$ cat config.mk
export PLATFORM = sky130hd
export DESIGN_NAME = response_stats_top
export DESIGN_NICKNAME = d
export VERILOG_FILES = /design/src/verilog/resp_stats_pkg.sv /design/src/verilog/command_tag_table.sv /design/src/verilog/response_decode.sv /design/src/verilog/response_statistics_control.sv /design/src/verilog/stats_readout.sv /design/src/verilog/response_stats_top.sv
export SDC_FILE = /design/constraint.sdc
export NUM_CORES = 2
export LEC_CHECK = 0
export BUFFER_PORTS_ARGS = -buffer_cell sky130_fd_sc_hd__buf_2
export CORE_ASPECT_RATIO = 1.1
export CORE_MARGIN = 3
export CORE_UTILIZATION = 60
export DETAILED_ROUTE_END_ITERATION = 6
export GPL_ROUTABILITY_DRIVEN = 1
export HOLD_SLACK_MARGIN = 0.03
export PLACE_DENSITY = 0.87
export SYNTH_ARGS = -nofsm -noshare
export SYNTH_HDL_FRONTEND = slang
export SYNTH_SLANG_ARGS = --single-unit
export TNS_END_PERCENT = 100
$ cat constraint.sdc
create_clock -name clock -period 2.86 [get_ports clock]
set_input_delay 0.286 -clock clock [delete_from_list [all_inputs] [get_ports clock]]
set_output_delay 0.286 -clock clock [all_outputs]
set_load 0.05 [all_outputs]
$ cat src/verilog/resp_stats_pkg.sv
// Response statistics shared types

`default_nettype none

package resp_stats_pkg;

  ////////////////////////////////////////////////////////////////////////////
  // Widths and counts
  ////////////////////////////////////////////////////////////////////////////

  localparam int tag_bits        = 6;
  localparam int count_bits      = 32;
  localparam int stat_words      = 19;
  localparam int stat_index_bits = 5;

  ////////////////////////////////////////////////////////////////////////////
  // Encodings
  ////////////////////////////////////////////////////////////////////////////

  // Host bus response codes, gaps in the encoding are unknown codes
  typedef enum logic [7:0] {
    done    = 8'h00,
    aerror  = 8'h01,
    derror  = 8'h03,
    nlock   = 8'h04,
    nres    = 8'h05,
    flushed = 8'h06,
    fault   = 8'h07,
    failed  = 8'h08,
    paged   = 8'h0A
  } response_code_t;

  typedef enum logic [2:0] {
    cmd_invalid,
    cmd_read,
    cmd_write,
    cmd_prefetch_read,
    cmd_prefetch_write,
    cmd_restart
  } command_type_t;

  ////////////////////////////////////////////////////////////////////////////
  // Bundles
  ////////////////////////////////////////////////////////////////////////////

  typedef struct packed {
    logic                valid;
    logic [tag_bits-1:0] tag;
    command_type_t       cmd_type;
    logic [7:0]          real_size_bytes;
  } command_issue_t;

  typedef struct packed {
    logic                valid;
    logic [tag_bits-1:0] tag;
    response_code_t      code;
  } response_t;

  // What the table remembers per outstanding tag
  typedef struct packed {
    command_type_t cmd_type;
    logic [7:0]    real_size_bytes;
  } command_tag_line_t;

  // Field order is the readout index, done is index 0
  typedef struct packed {
    logic [count_bits-1:0] done;
    logic [count_bits-1:0] flushed;
    logic [count_bits-1:0] paged;
    logic [count_bits-1:0] aerror;
    logic [count_bits-1:0] derror;
    logic [count_bits-1:0] failed;
    logic [count_bits-1:0] fault;
    logic [count_bits-1:0] nres;
    logic [count_bits-1:0] nlock;
    logic [count_bits-1:0] done_restart;
    logic [count_bits-1:0] done_prefetch_read;
    logic [count_bits-1:0] done_prefetch_write;
    logic [count_bits-1:0] done_read;
    logic [count_bits-1:0] done_write;
    logic [count_bits-1:0] prefetch_read_bytes;
    logic [count_bits-1:0] prefetch_write_bytes;
    logic [count_bits-1:0] read_bytes;
    logic [count_bits-1:0] write_bytes;
    logic [count_bits-1:0] cycle;
  } response_statistics_t;

endpackage

`default_nettype wire

$ cat src/verilog/command_tag_table.sv
// Command tag table

`default_nettype none

module command_tag_table (
  input  logic                                  clock,
  input  logic                                  rstn,
  input  resp_stats_pkg::command_issue_t        command_issue,
  input  logic [resp_stats_pkg::tag_bits-1:0]   response_tag,
  output resp_stats_pkg::command_tag_line_t     tag_line
);

  import resp_stats_pkg::*;

  localparam int entries = 2 ** tag_bits;

  command_tag_line_t table_q [entries];

  ////////////////////////////////////////////////////////////////////////////
  // Write on issue
  ////////////////////////////////////////////////////////////////////////////

  always_ff @(posedge clock or negedge rstn) begin
    if (!rstn) begin
      for (int i = 0; i < entries; i++) begin
        table_q[i] <= '{cmd_type: cmd_invalid, real_size_bytes: 8'd0};
      end
    end else if (command_issue.valid) begin
      table_q[command_issue.tag] <= '{cmd_type: command_issue.cmd_type,
                                      real_size_bytes: command_issue.real_size_bytes};
    end
  end

  ////////////////////////////////////////////////////////////////////////////
  // Registered lookup by response tag
  ////////////////////////////////////////////////////////////////////////////

  // Follows the response by one cycle
  always_ff @(posedge clock or negedge rstn) begin
    if (!rstn) begin
      tag_line <= '{cmd_type: cmd_invalid, real_size_bytes: 8'd0};
    end else begin
      tag_line <= table_q[response_tag];
    end
  end

endmodule

`default_nettype wire

$ cat src/verilog/response_decode.sv
// Response decode pipeline

`default_nettype none

module response_decode (
  input  logic                              clock,
  input  logic                              rstn,
  input  logic                              enabled_in,
  input  resp_stats_pkg::response_t         response,
  input  resp_stats_pkg::command_tag_line_t tag_line,
  output logic                              enabled,
  output resp_stats_pkg::response_t         stage2_response,
  output resp_stats_pkg::command_tag_line_t stage2_line
);

  import resp_stats_pkg::*;

  response_t stage1_response;

  // Enable is one cycle late relative to the pin
  always_ff @(posedge clock or negedge rstn) begin
    if (!rstn) begin
      enabled <= 1'b0;
    end else begin
      enabled <= enabled_in;
    end
  end

  ////////////////////////////////////////////////////////////////////////////
  // Two gated stages
  ////////////////////////////////////////////////////////////////////////////

  // Empty slots are zeroed so a stale response never counts twice
  always_ff @(posedge clock or negedge rstn) begin
    if (!rstn) begin
      stage1_response <= '0;
      stage2_response <= '0;
    end else begin
      if (enabled && response.valid) begin
        stage1_response <= response;
      end else begin
        stage1_response <= '0;
      end
      if (enabled && stage1_response.valid) begin
        stage2_response <= stage1_response;
      end else begin
        stage2_response <= '0;
      end
    end
  end

  // Table output already trails by one cycle, one more register aligns it
  always_ff @(posedge clock or negedge rstn) begin
    if (!rstn) begin
      stage2_line <= '0;
    end else begin
      stage2_line <= tag_line;
    end
  end

endmodule

`default_nettype wire

$ cat src/verilog/response_statistics_control.sv
// Response statistics counters

`default_nettype none

module response_statistics_control (
  input  logic                                 clock,
  input  logic                                 rstn,
  input  logic                                 enabled,
  input  resp_stats_pkg::response_t            stage2_response,
  input  resp_stats_pkg::command_tag_line_t    stage2_line,
  output resp_stats_pkg::response_statistics_t statistics
);

  import resp_stats_pkg::*;

  logic [count_bits-1:0] size_ext;
  logic                  count_done;

  assign size_ext   = count_bits'(stage2_line.real_size_bytes);
  assign count_done = stage2_response.valid && (stage2_response.code == done);

  ////////////////////////////////////////////////////////////////////////////
  // Counter bank
  ////////////////////////////////////////////////////////////////////////////

  // Everything holds while disabled, counters wrap
  always_ff @(posedge clock or negedge rstn) begin
    if (!rstn) begin
      statistics <= '0;
    end else if (enabled) begin
      statistics.cycle <= statistics.cycle + count_bits'(1);

      // One counter per known code
      if (stage2_response.valid) begin
        case (stage2_response.code)
          done: begin
            statistics.done <= statistics.done + count_bits'(1);
          end
          flushed: begin
            statistics.flushed <= statistics.flushed + count_bits'(1);
          end
          paged: begin
            statistics.paged <= statistics.paged + count_bits'(1);
          end
          aerror: begin
            statistics.aerror <= statistics.aerror + count_bits'(1);
          end
          derror: begin
            statistics.derror <= statistics.derror + count_bits'(1);
          end
          failed: begin
            statistics.failed <= statistics.failed + count_bits'(1);
          end
          fault: begin
            statistics.fault <= statistics.fault + count_bits'(1);
          end
          nres: begin
            statistics.nres <= statistics.nres + count_bits'(1);
          end
          nlock: begin
            statistics.nlock <= statistics.nlock + count_bits'(1);
          end
          default: begin
          end
        endcase
      end

      // Completions by command type, a restart moves no data
      if (count_done) begin
        case (stage2_line.cmd_type)
          cmd_restart: begin
            statistics.done_restart <= statistics.done_restart + count_bits'(1);
          end
          cmd_prefetch_read: begin
            statistics.done_prefetch_read <= statistics.done_prefetch_read + count_bits'(1);
            statistics.prefetch_read_bytes <= statistics.prefetch_read_bytes + size_ext;
          end
          cmd_prefetch_write: begin
            statistics.done_prefetch_write <= statistics.done_prefetch_write + count_bits'(1);
            statistics.prefetch_write_bytes <= statistics.prefetch_write_bytes + size_ext;
          end
          cmd_read: begin
            statistics.done_read <= statistics.done_read + count_bits'(1);
            statistics.read_bytes <= statistics.read_bytes + size_ext;
          end
          cmd_write: begin
            statistics.done_write <= statistics.done_write + count_bits'(1);
            statistics.write_bytes <= statistics.write_bytes + size_ext;
          end
          // Tag never issued
          default: begin
          end
        endcase
      end
    end
  end

endmodule

`default_nettype wire

$ cat src/verilog/stats_readout.sv
// Statistics snapshot and readout

`default_nettype none

module stats_readout (
  input  logic                                       clock,
  input  logic                                       rstn,
  input  logic                                       snapshot,
  input  resp_stats_pkg::response_statistics_t       statistics,
  input  logic [resp_stats_pkg::stat_index_bits-1:0] read_index,
  output logic [resp_stats_pkg::count_bits-1:0]      read_data
);

  import resp_stats_pkg::*;

  response_statistics_t snapshot_stats;

  // Word 0 sits at the top of the struct, so count up from the left
  logic [0:stat_words-1][count_bits-1:0] snapshot_words;

  assign snapshot_words = snapshot_stats;

  ////////////////////////////////////////////////////////////////////////////
  // Frozen copy
  ////////////////////////////////////////////////////////////////////////////

  // All words from one edge, so a multi-word read is consistent
  always_ff @(posedge clock or negedge rstn) begin
    if (!rstn) begin
      snapshot_stats <= '0;
    end else if (snapshot) begin
      snapshot_stats <= statistics;
    end
  end

  ////////////////////////////////////////////////////////////////////////////
  // Word select
  ////////////////////////////////////////////////////////////////////////////

  always_ff @(posedge clock or negedge rstn) begin
    if (!rstn) begin
      read_data <= '0;
    end else if (read_index < stat_index_bits'(stat_words)) begin
      read_data <= snapshot_words[read_index];
    end else begin
      read_data <= '0;
    end
  end

endmodule

`default_nettype wire

$ cat src/verilog/response_stats_top.sv
// Response statistics top level

`default_nettype none

module response_stats_top (
  input  logic                                       clock,
  input  logic                                       rstn,
  input  logic                                       enabled_in,
  input  logic                                       snapshot,
  input  resp_stats_pkg::command_issue_t             command_issue,
  input  resp_stats_pkg::response_t                  response,
  input  logic [resp_stats_pkg::stat_index_bits-1:0] read_index,
  output logic [resp_stats_pkg::count_bits-1:0]      read_data
);

  import resp_stats_pkg::*;

  command_tag_line_t    tag_line;
  command_tag_line_t    stage2_line;
  response_t            stage2_response;
  response_statistics_t statistics;
  logic                 enabled;

  command_tag_table u_tag_table (
    .clock         (clock),
    .rstn          (rstn),
    .command_issue (command_issue),
    .response_tag  (response.tag),
    .tag_line      (tag_line)
  );

  response_decode u_decode (
    .clock           (clock),
    .rstn            (rstn),
    .enabled_in      (enabled_in),
    .response        (response),
    .tag_line        (tag_line),
    .enabled         (enabled),
    .stage2_response (stage2_response),
    .stage2_line     (stage2_line)
  );

  response_statistics_control u_stats (
    .clock           (clock),
    .rstn            (rstn),
    .enabled         (enabled),
    .stage2_response (stage2_response),
    .stage2_line     (stage2_line),
    .statistics      (statistics)
  );

  stats_readout u_readout (
    .clock      (clock),
    .rstn       (rstn),
    .snapshot   (snapshot),
    .statistics (statistics),
    .read_index (read_index),
    .read_data  (read_data)
  );

endmodule

`default_nettype wire

## Yosys cells after proc, flatten, opt, wreduce, memory -nomap -nowiden

Cells that the tools add are included.
W data, S select, Z words.

| word-level totals | value |
|---|---|
| register bits after elaboration | 1999 |
| input bits | 42 |
| output and inout port bits | 32 |
| logic and storage cells | 248 |

| cells by class | value |
|---|---|
| add/subtract/negate cells | 19 |
| magnitude comparators | 5 |
| equality and inequality tests | 13 |
| mux-type cells | 12 |
| bitwise operators | 3 |
| reductions and logical operators | 19 |

Operator list:

| cell | count |
|---|---|
| $bwmux W704 | 1 |
| $add A32 B1 Y32 const B | 15 |
| $bmux W32 S5 | 1 |
| $add A32 B8 Y32 | 4 |
| $mux W32 | 3 |
| $bmux W11 S6 | 1 |
| $demux W11 S6 | 1 |
| $reduce_and A3 Y1 | 14 |
| $mux W11 | 3 |
| $eq A8 B3 Y1 const B | 4 |
| $mux W15 | 2 |
| $eq A8 B4 Y1 const B | 2 |
| $ge A7 B7 Y1 const B | 2 |
| $not A6 Y7 | 2 |
| $eq A8 B1 Y1 const B | 1 |
| $eq A8 B2 Y1 const B | 1 |
| $logic_not A8 Y1 | 1 |
| $lt A7 B1 Y1 const B | 1 |
| $eq A3 B2 Y1 const B | 2 |
| $eq A3 B3 Y1 const B | 2 |
| $ge A6 B6 Y1 const B | 1 |
| $not A5 Y6 | 1 |
| $lt A5 B5 Y1 const B | 1 |
| $logic_and A1 B1 Y1 | 4 |
| $eq A3 B1 Y1 const B | 1 |

## Depth between registers and ports, before layout

| depth | value |
|---|---|
| depth in word-level cells | 6 |
| depth in mapped cells | 8 |
| depth with buffers taken out | 7 |

## Hierarchy

A second synthesis with hierarchy kept.

| second synthesis, totals | value |
|---|---|
| cells, all modules | 6447 |
| area total of the unflattened synthesis | 89823.6 um^2 |

Modules (own cells, without submodules):

| module | instances | cells an instance | area an instance (um^2) | sequential area each (um^2) |
|---|---|---|---|---|
| command_tag_table | 1 | 2064 | 32476.1 | 17892.2 |
| stats_readout | 1 | 1765 | 28172.0 | 16015.4 |
| response_statistics_control | 1 | 2541 | 27895.5 | 15214.6 |
| response_decode | 1 | 77 | 1280.0 | 1051.0 |

## Worst setup path before layout

No wires, ideal clock.

| timing path | value |
|---|---|
| path type | input -> register |
| from | in read_index[0] in the netlist's numbering |
| to | reg u_readout.read_data[0] in the netlist's numbering |
| setup time | 138 ps |
| data arrival time | 2362 ps |
| required time | 2722 ps |
| setup slack | 360 ps |
| stages on the path | 7 |
| cells stage by stage | clkbuf_1 buf_1 buf_2 mux4_2 mux4_2 inv_1 o22ai_1 |

| on the way | value |
|---|---|
| cells in the longest elaborated chain, start to end | 5 |

Ends and longest elaborated chain:

| element | RTL line | RTL |
|---|---|---|
| start, declared | response_stats_top.sv:12 | `input logic [resp_stats_pkg::stat_index_bits-1:0] read_index,` |
| $not A5 Y6 (implied by the code) | stats_readout.sv:44 | `read_data <= snapshot_words[read_index];` |
| $bmux W32 S5 | stats_readout.sv:44 |  |
| $mux W32 (implied by the code) (2 in a row) | stats_readout.sv:44 |  |
| $mux W32 * | stats_readout.sv:43 | `end else if (read_index < stat_index_bits'(stat_words)) begin` |
| end signal, assigned | stats_readout.sv:44 |  |
| end, declared | stats_readout.sv:11 | `output logic [resp_stats_pkg::count_bits-1:0] read_data` |

Every way passes the cells marked *; elsewhere a longest branch is shown, timed or not. The select of a mux whose other input is x is not followed.
A chain may end at the register's enable or synchronous reset.

## Final worst setup path

| timing path | value |
|---|---|
| from | reg u_decode.stage2_response[1] (netlist name) |
| to | reg u_stats.statistics[159] (netlist name) |

| on the way | value |
|---|---|
| cells in the longest elaborated chain, start to end | 3 |

Ends and longest elaborated chain:

| element | RTL line | RTL |
|---|---|---|
| $logic_not A8 Y1 | response_statistics_control.sv:20 | `assign count_done = stage2_response.valid && (stage2_response.code == done);` |
| $logic_and A1 B1 Y1 | response_statistics_control.sv:20 |  |
| $reduce_and A3 Y1 (no source line) | -- |  |

Every way passes these cells.

==> flow_summary.toml <==
[timing]
setup_violations = 0
period_share_pct = 97.2
max-slew-margin-rel_pct = 14.4
hold_violations = 0
worstMarginPinSlew_ps = 1280
setup_tns_ps = 0
finClkSkew_ps = 53.1
timing.final.max_slew_violations = 0
fin_crit_ps = 2780
rsz0062_at_grt = "false"
worst_slack_ps = 79.2
max_freq_ghz = 0.360

[grt]
overflow = 0
grt_max_degree = 112
grt_pass1_wl_um = 366000
grt_pass1_vias = 61600
grtUsageTotal_pct = 30.9
grt_antenna_before_repair = 13

[clocking]
cts_sinks = 1993
insertion_delay_ps = 850
clkTransAtPathRegs_ps = 60
cts.path.max_buffers = 3
tritoncts = "yes"
cts_max_level = 4
root_buffer = "clkbuf_16"
cts_made_buffers = 192

[run_status]
status = "finished, final reports clean"

[yosys]
synth_mux_area_share_pct = 25.9
synth_compound_area_share_pct = 1.72
yosys.area_share.adder_pct = 0.748
synth.avg_cell_area_um2 = 13.8
synth_ff_type = "dfrtp_1"
synthXorXnorAreaFrac_pct = 5.68
netlist_instances = 6459
synth_area_um2 = 89400
synth-seq-area-share_pct = 55.8
ys_seq_elements = 1993
synth_edf_count = 0
synth_top_family_by_area = "multiplexers"
synth.distinct_cells = 56
synthesis.nets = 6552
synthArstFlopShare_pct = 100
yosysWarnings = 0
synth_simple_gate_area_share_pct = 8.04

[setup_path]
cp_max_fo = 12
cp.arrival_ps = 3530
start_kind = "flip-flop"
worstPathRequired_ps = 3610
cp-end-kind = "flip-flop"
setup.worst_path.class = "flip-flop to flip-flop"
regToRegSetupSlack_ps = 80

[finish]
multi_input_area_um2 = 37600
n_fill_cell = 8953
final_cell_mix = "1993 x dfrtp_1, 1332 x mux2_2, 339 x mux4_2"
layout.nets = 6748
area_delta_synth_final_pct = 12.4
final_common_cell = "dfrtp_1"
regArea_um2 = 49900
fin_util_pct = 68.3
drive_above_1_share_pct = 35.0
final_area_um2 = 100000

[die]
fp.dieW_um = 374
die-area_um2 = 154000
pin_count = 74
rows = 147
fp.coreArea_um2 = 147000
start_util_pct = 60.8
die_y_um = 411

[routing]
dr.first_iter.drc_count = 5723
drt-wirelength-per-cell_um = 26.8
viasPerCell = 6.52
num_vias = 57100
drc = 0
first_pass_iters = 6
antenna_left = 0
totalWireLength_um = 235000

[placed_design]
portBuffers = 73
placed_cell_area_um2 = 93600
gp_congestion = 0.952
dpl.hpwl_um = 157000
dp_slack_ps = 66.9

[pwr]
finalPower_mw = 63.2
vdd_drop_max_mv = 0.613
power.density_nw_per_um2 = 629
p_leak_nw = 47.7

[flow_run]
drv_cap = 0

[worst_hold_path]
hold_class = "input pin to flip-flop"
[cells by family after synthesis]
group	Yosys count
buffers and inverters	499
AOI/OAI and AO/OA	252
DFF	1993
and+or+nand+nor	1365
adders and majority gates	51
xor gates and xnor gates	580
muxes	1719
[worst max-delay path, stage by stage (launching register included)]
cell     delay [ps]
dfrtp_1         480
nor4_2          350
nand4_1         510
or4_4           760
nor4b_1         410
xor2_1          180
[layer usage]
| layer | global-route usage [%] | part of all wire (%) | up-vias |
|---|---|---|---|
| met4 | 18.1 | 6.6 | 6 |
| met3 | 6.31 | 7.2 | 839 |
| met1 | 37.6 | 37 | 29800 |
| met5 | 0 | 0.023 | - |
| li1 | - | - | 23700 |
| met2 | 51.5 | 49 | 2690 |
[worst paths after layout]
check                                                       from                              endpoint  cells past startpoint
setup / recovery           u_decode.stage2_response[1]$_DFF_PN0_   u_stats.statistics[159]$_DFFE_PN0P_                      5
hold / removal                                  command_issue[3]  u_tag_table.table_q[498]$_DFFE_PN0P_                      2
setup reg to reg           u_decode.stage2_response[1]$_DFF_PN0_   u_stats.statistics[159]$_DFFE_PN0P_                      5
hold reg to reg                u_tag_table.tag_line[7]$_DFF_PN0_     u_decode.stage2_line[7]$_DFF_PN0_                      0
max in group asynchronous                                   rstn   u_stats.statistics[420]$_DFFE_PN0P_                      3
min in group asynchronous                                   rstn    u_stats.statistics[13]$_DFFE_PN0P_                      3
[what timing repair did]
item | 4_1_cts | 5_1_grt
gates resized for setup | 0 | 2
hold buffers | 15 | 0
buffers inserted | 0 | 3
endpoints found under the hold margin | 1044 | 0
setup endpoints to repair | 0 | 12
[cell usage after synthesis, types with 33 or more instances]
cell type,number,area (um^2)
a21oi_1,68,340
a22oi_1,41,308
and2_1,33,206
and3_1,99,619
and4_1,67,587
buf_1,84,315
clkbuf_1,278,1040
dfrtp_1,1993,49900
ha_1,47,588
inv_1,105,394
mux2_2,1332,15000
mux2i_1,48,480
mux4_2,339,7630
nand2_1,269,1010
nand3_1,231,1160
nand4_1,151,945
nor2_1,240,901
nor3_1,116,581
nor4_1,49,307
o21ai_0,47,235
o22ai_1,54,338
xnor2_1,338,2960
xor2_1,242,2120
[per-stage QoR]
stage / hold slack, ps / cells
floorplan: -9.59 / 6459
global placement: 225 / 8380
detailed placement: 214 / 8380
CTS: 57.0 / 8750
global route: 103 / 8753
finish: 105 / 8756
[cell type report]
class | count | share of cell area, %
sequential | 1993 | 49.7
multi-input combinational | 3967 | 37.5
clock buffer | 292 | 5.70
timing repair buffer | 396 | 3.48
tap | 1937 | 2.41
clock inverter | 63 | 0.865
inverter | 105 | 0.393
antenna | 3 | 0.00748
[power by group]
part	switching, mW	total (mW)	internal, mW
registers	1.13	31.0	29.9
logic	2.96	5.75	2.79
clock network	11.2	26.4	15.2
[sequential cells by signal, indices dropped and copies added, names as in the netlist]
signal / cells
u_readout.snapshot_stats: 608
u_decode.enabled: 1
u_decode.stage2_response: 9
u_stats.statistics: 608
u_decode.stage2_line: 11
u_decode.stage1_response: 9
u_tag_table.table_q: 704
u_readout.read_data: 32
u_tag_table.tag_line: 11
No activity file was read; power rests on OpenSTA's default activity.
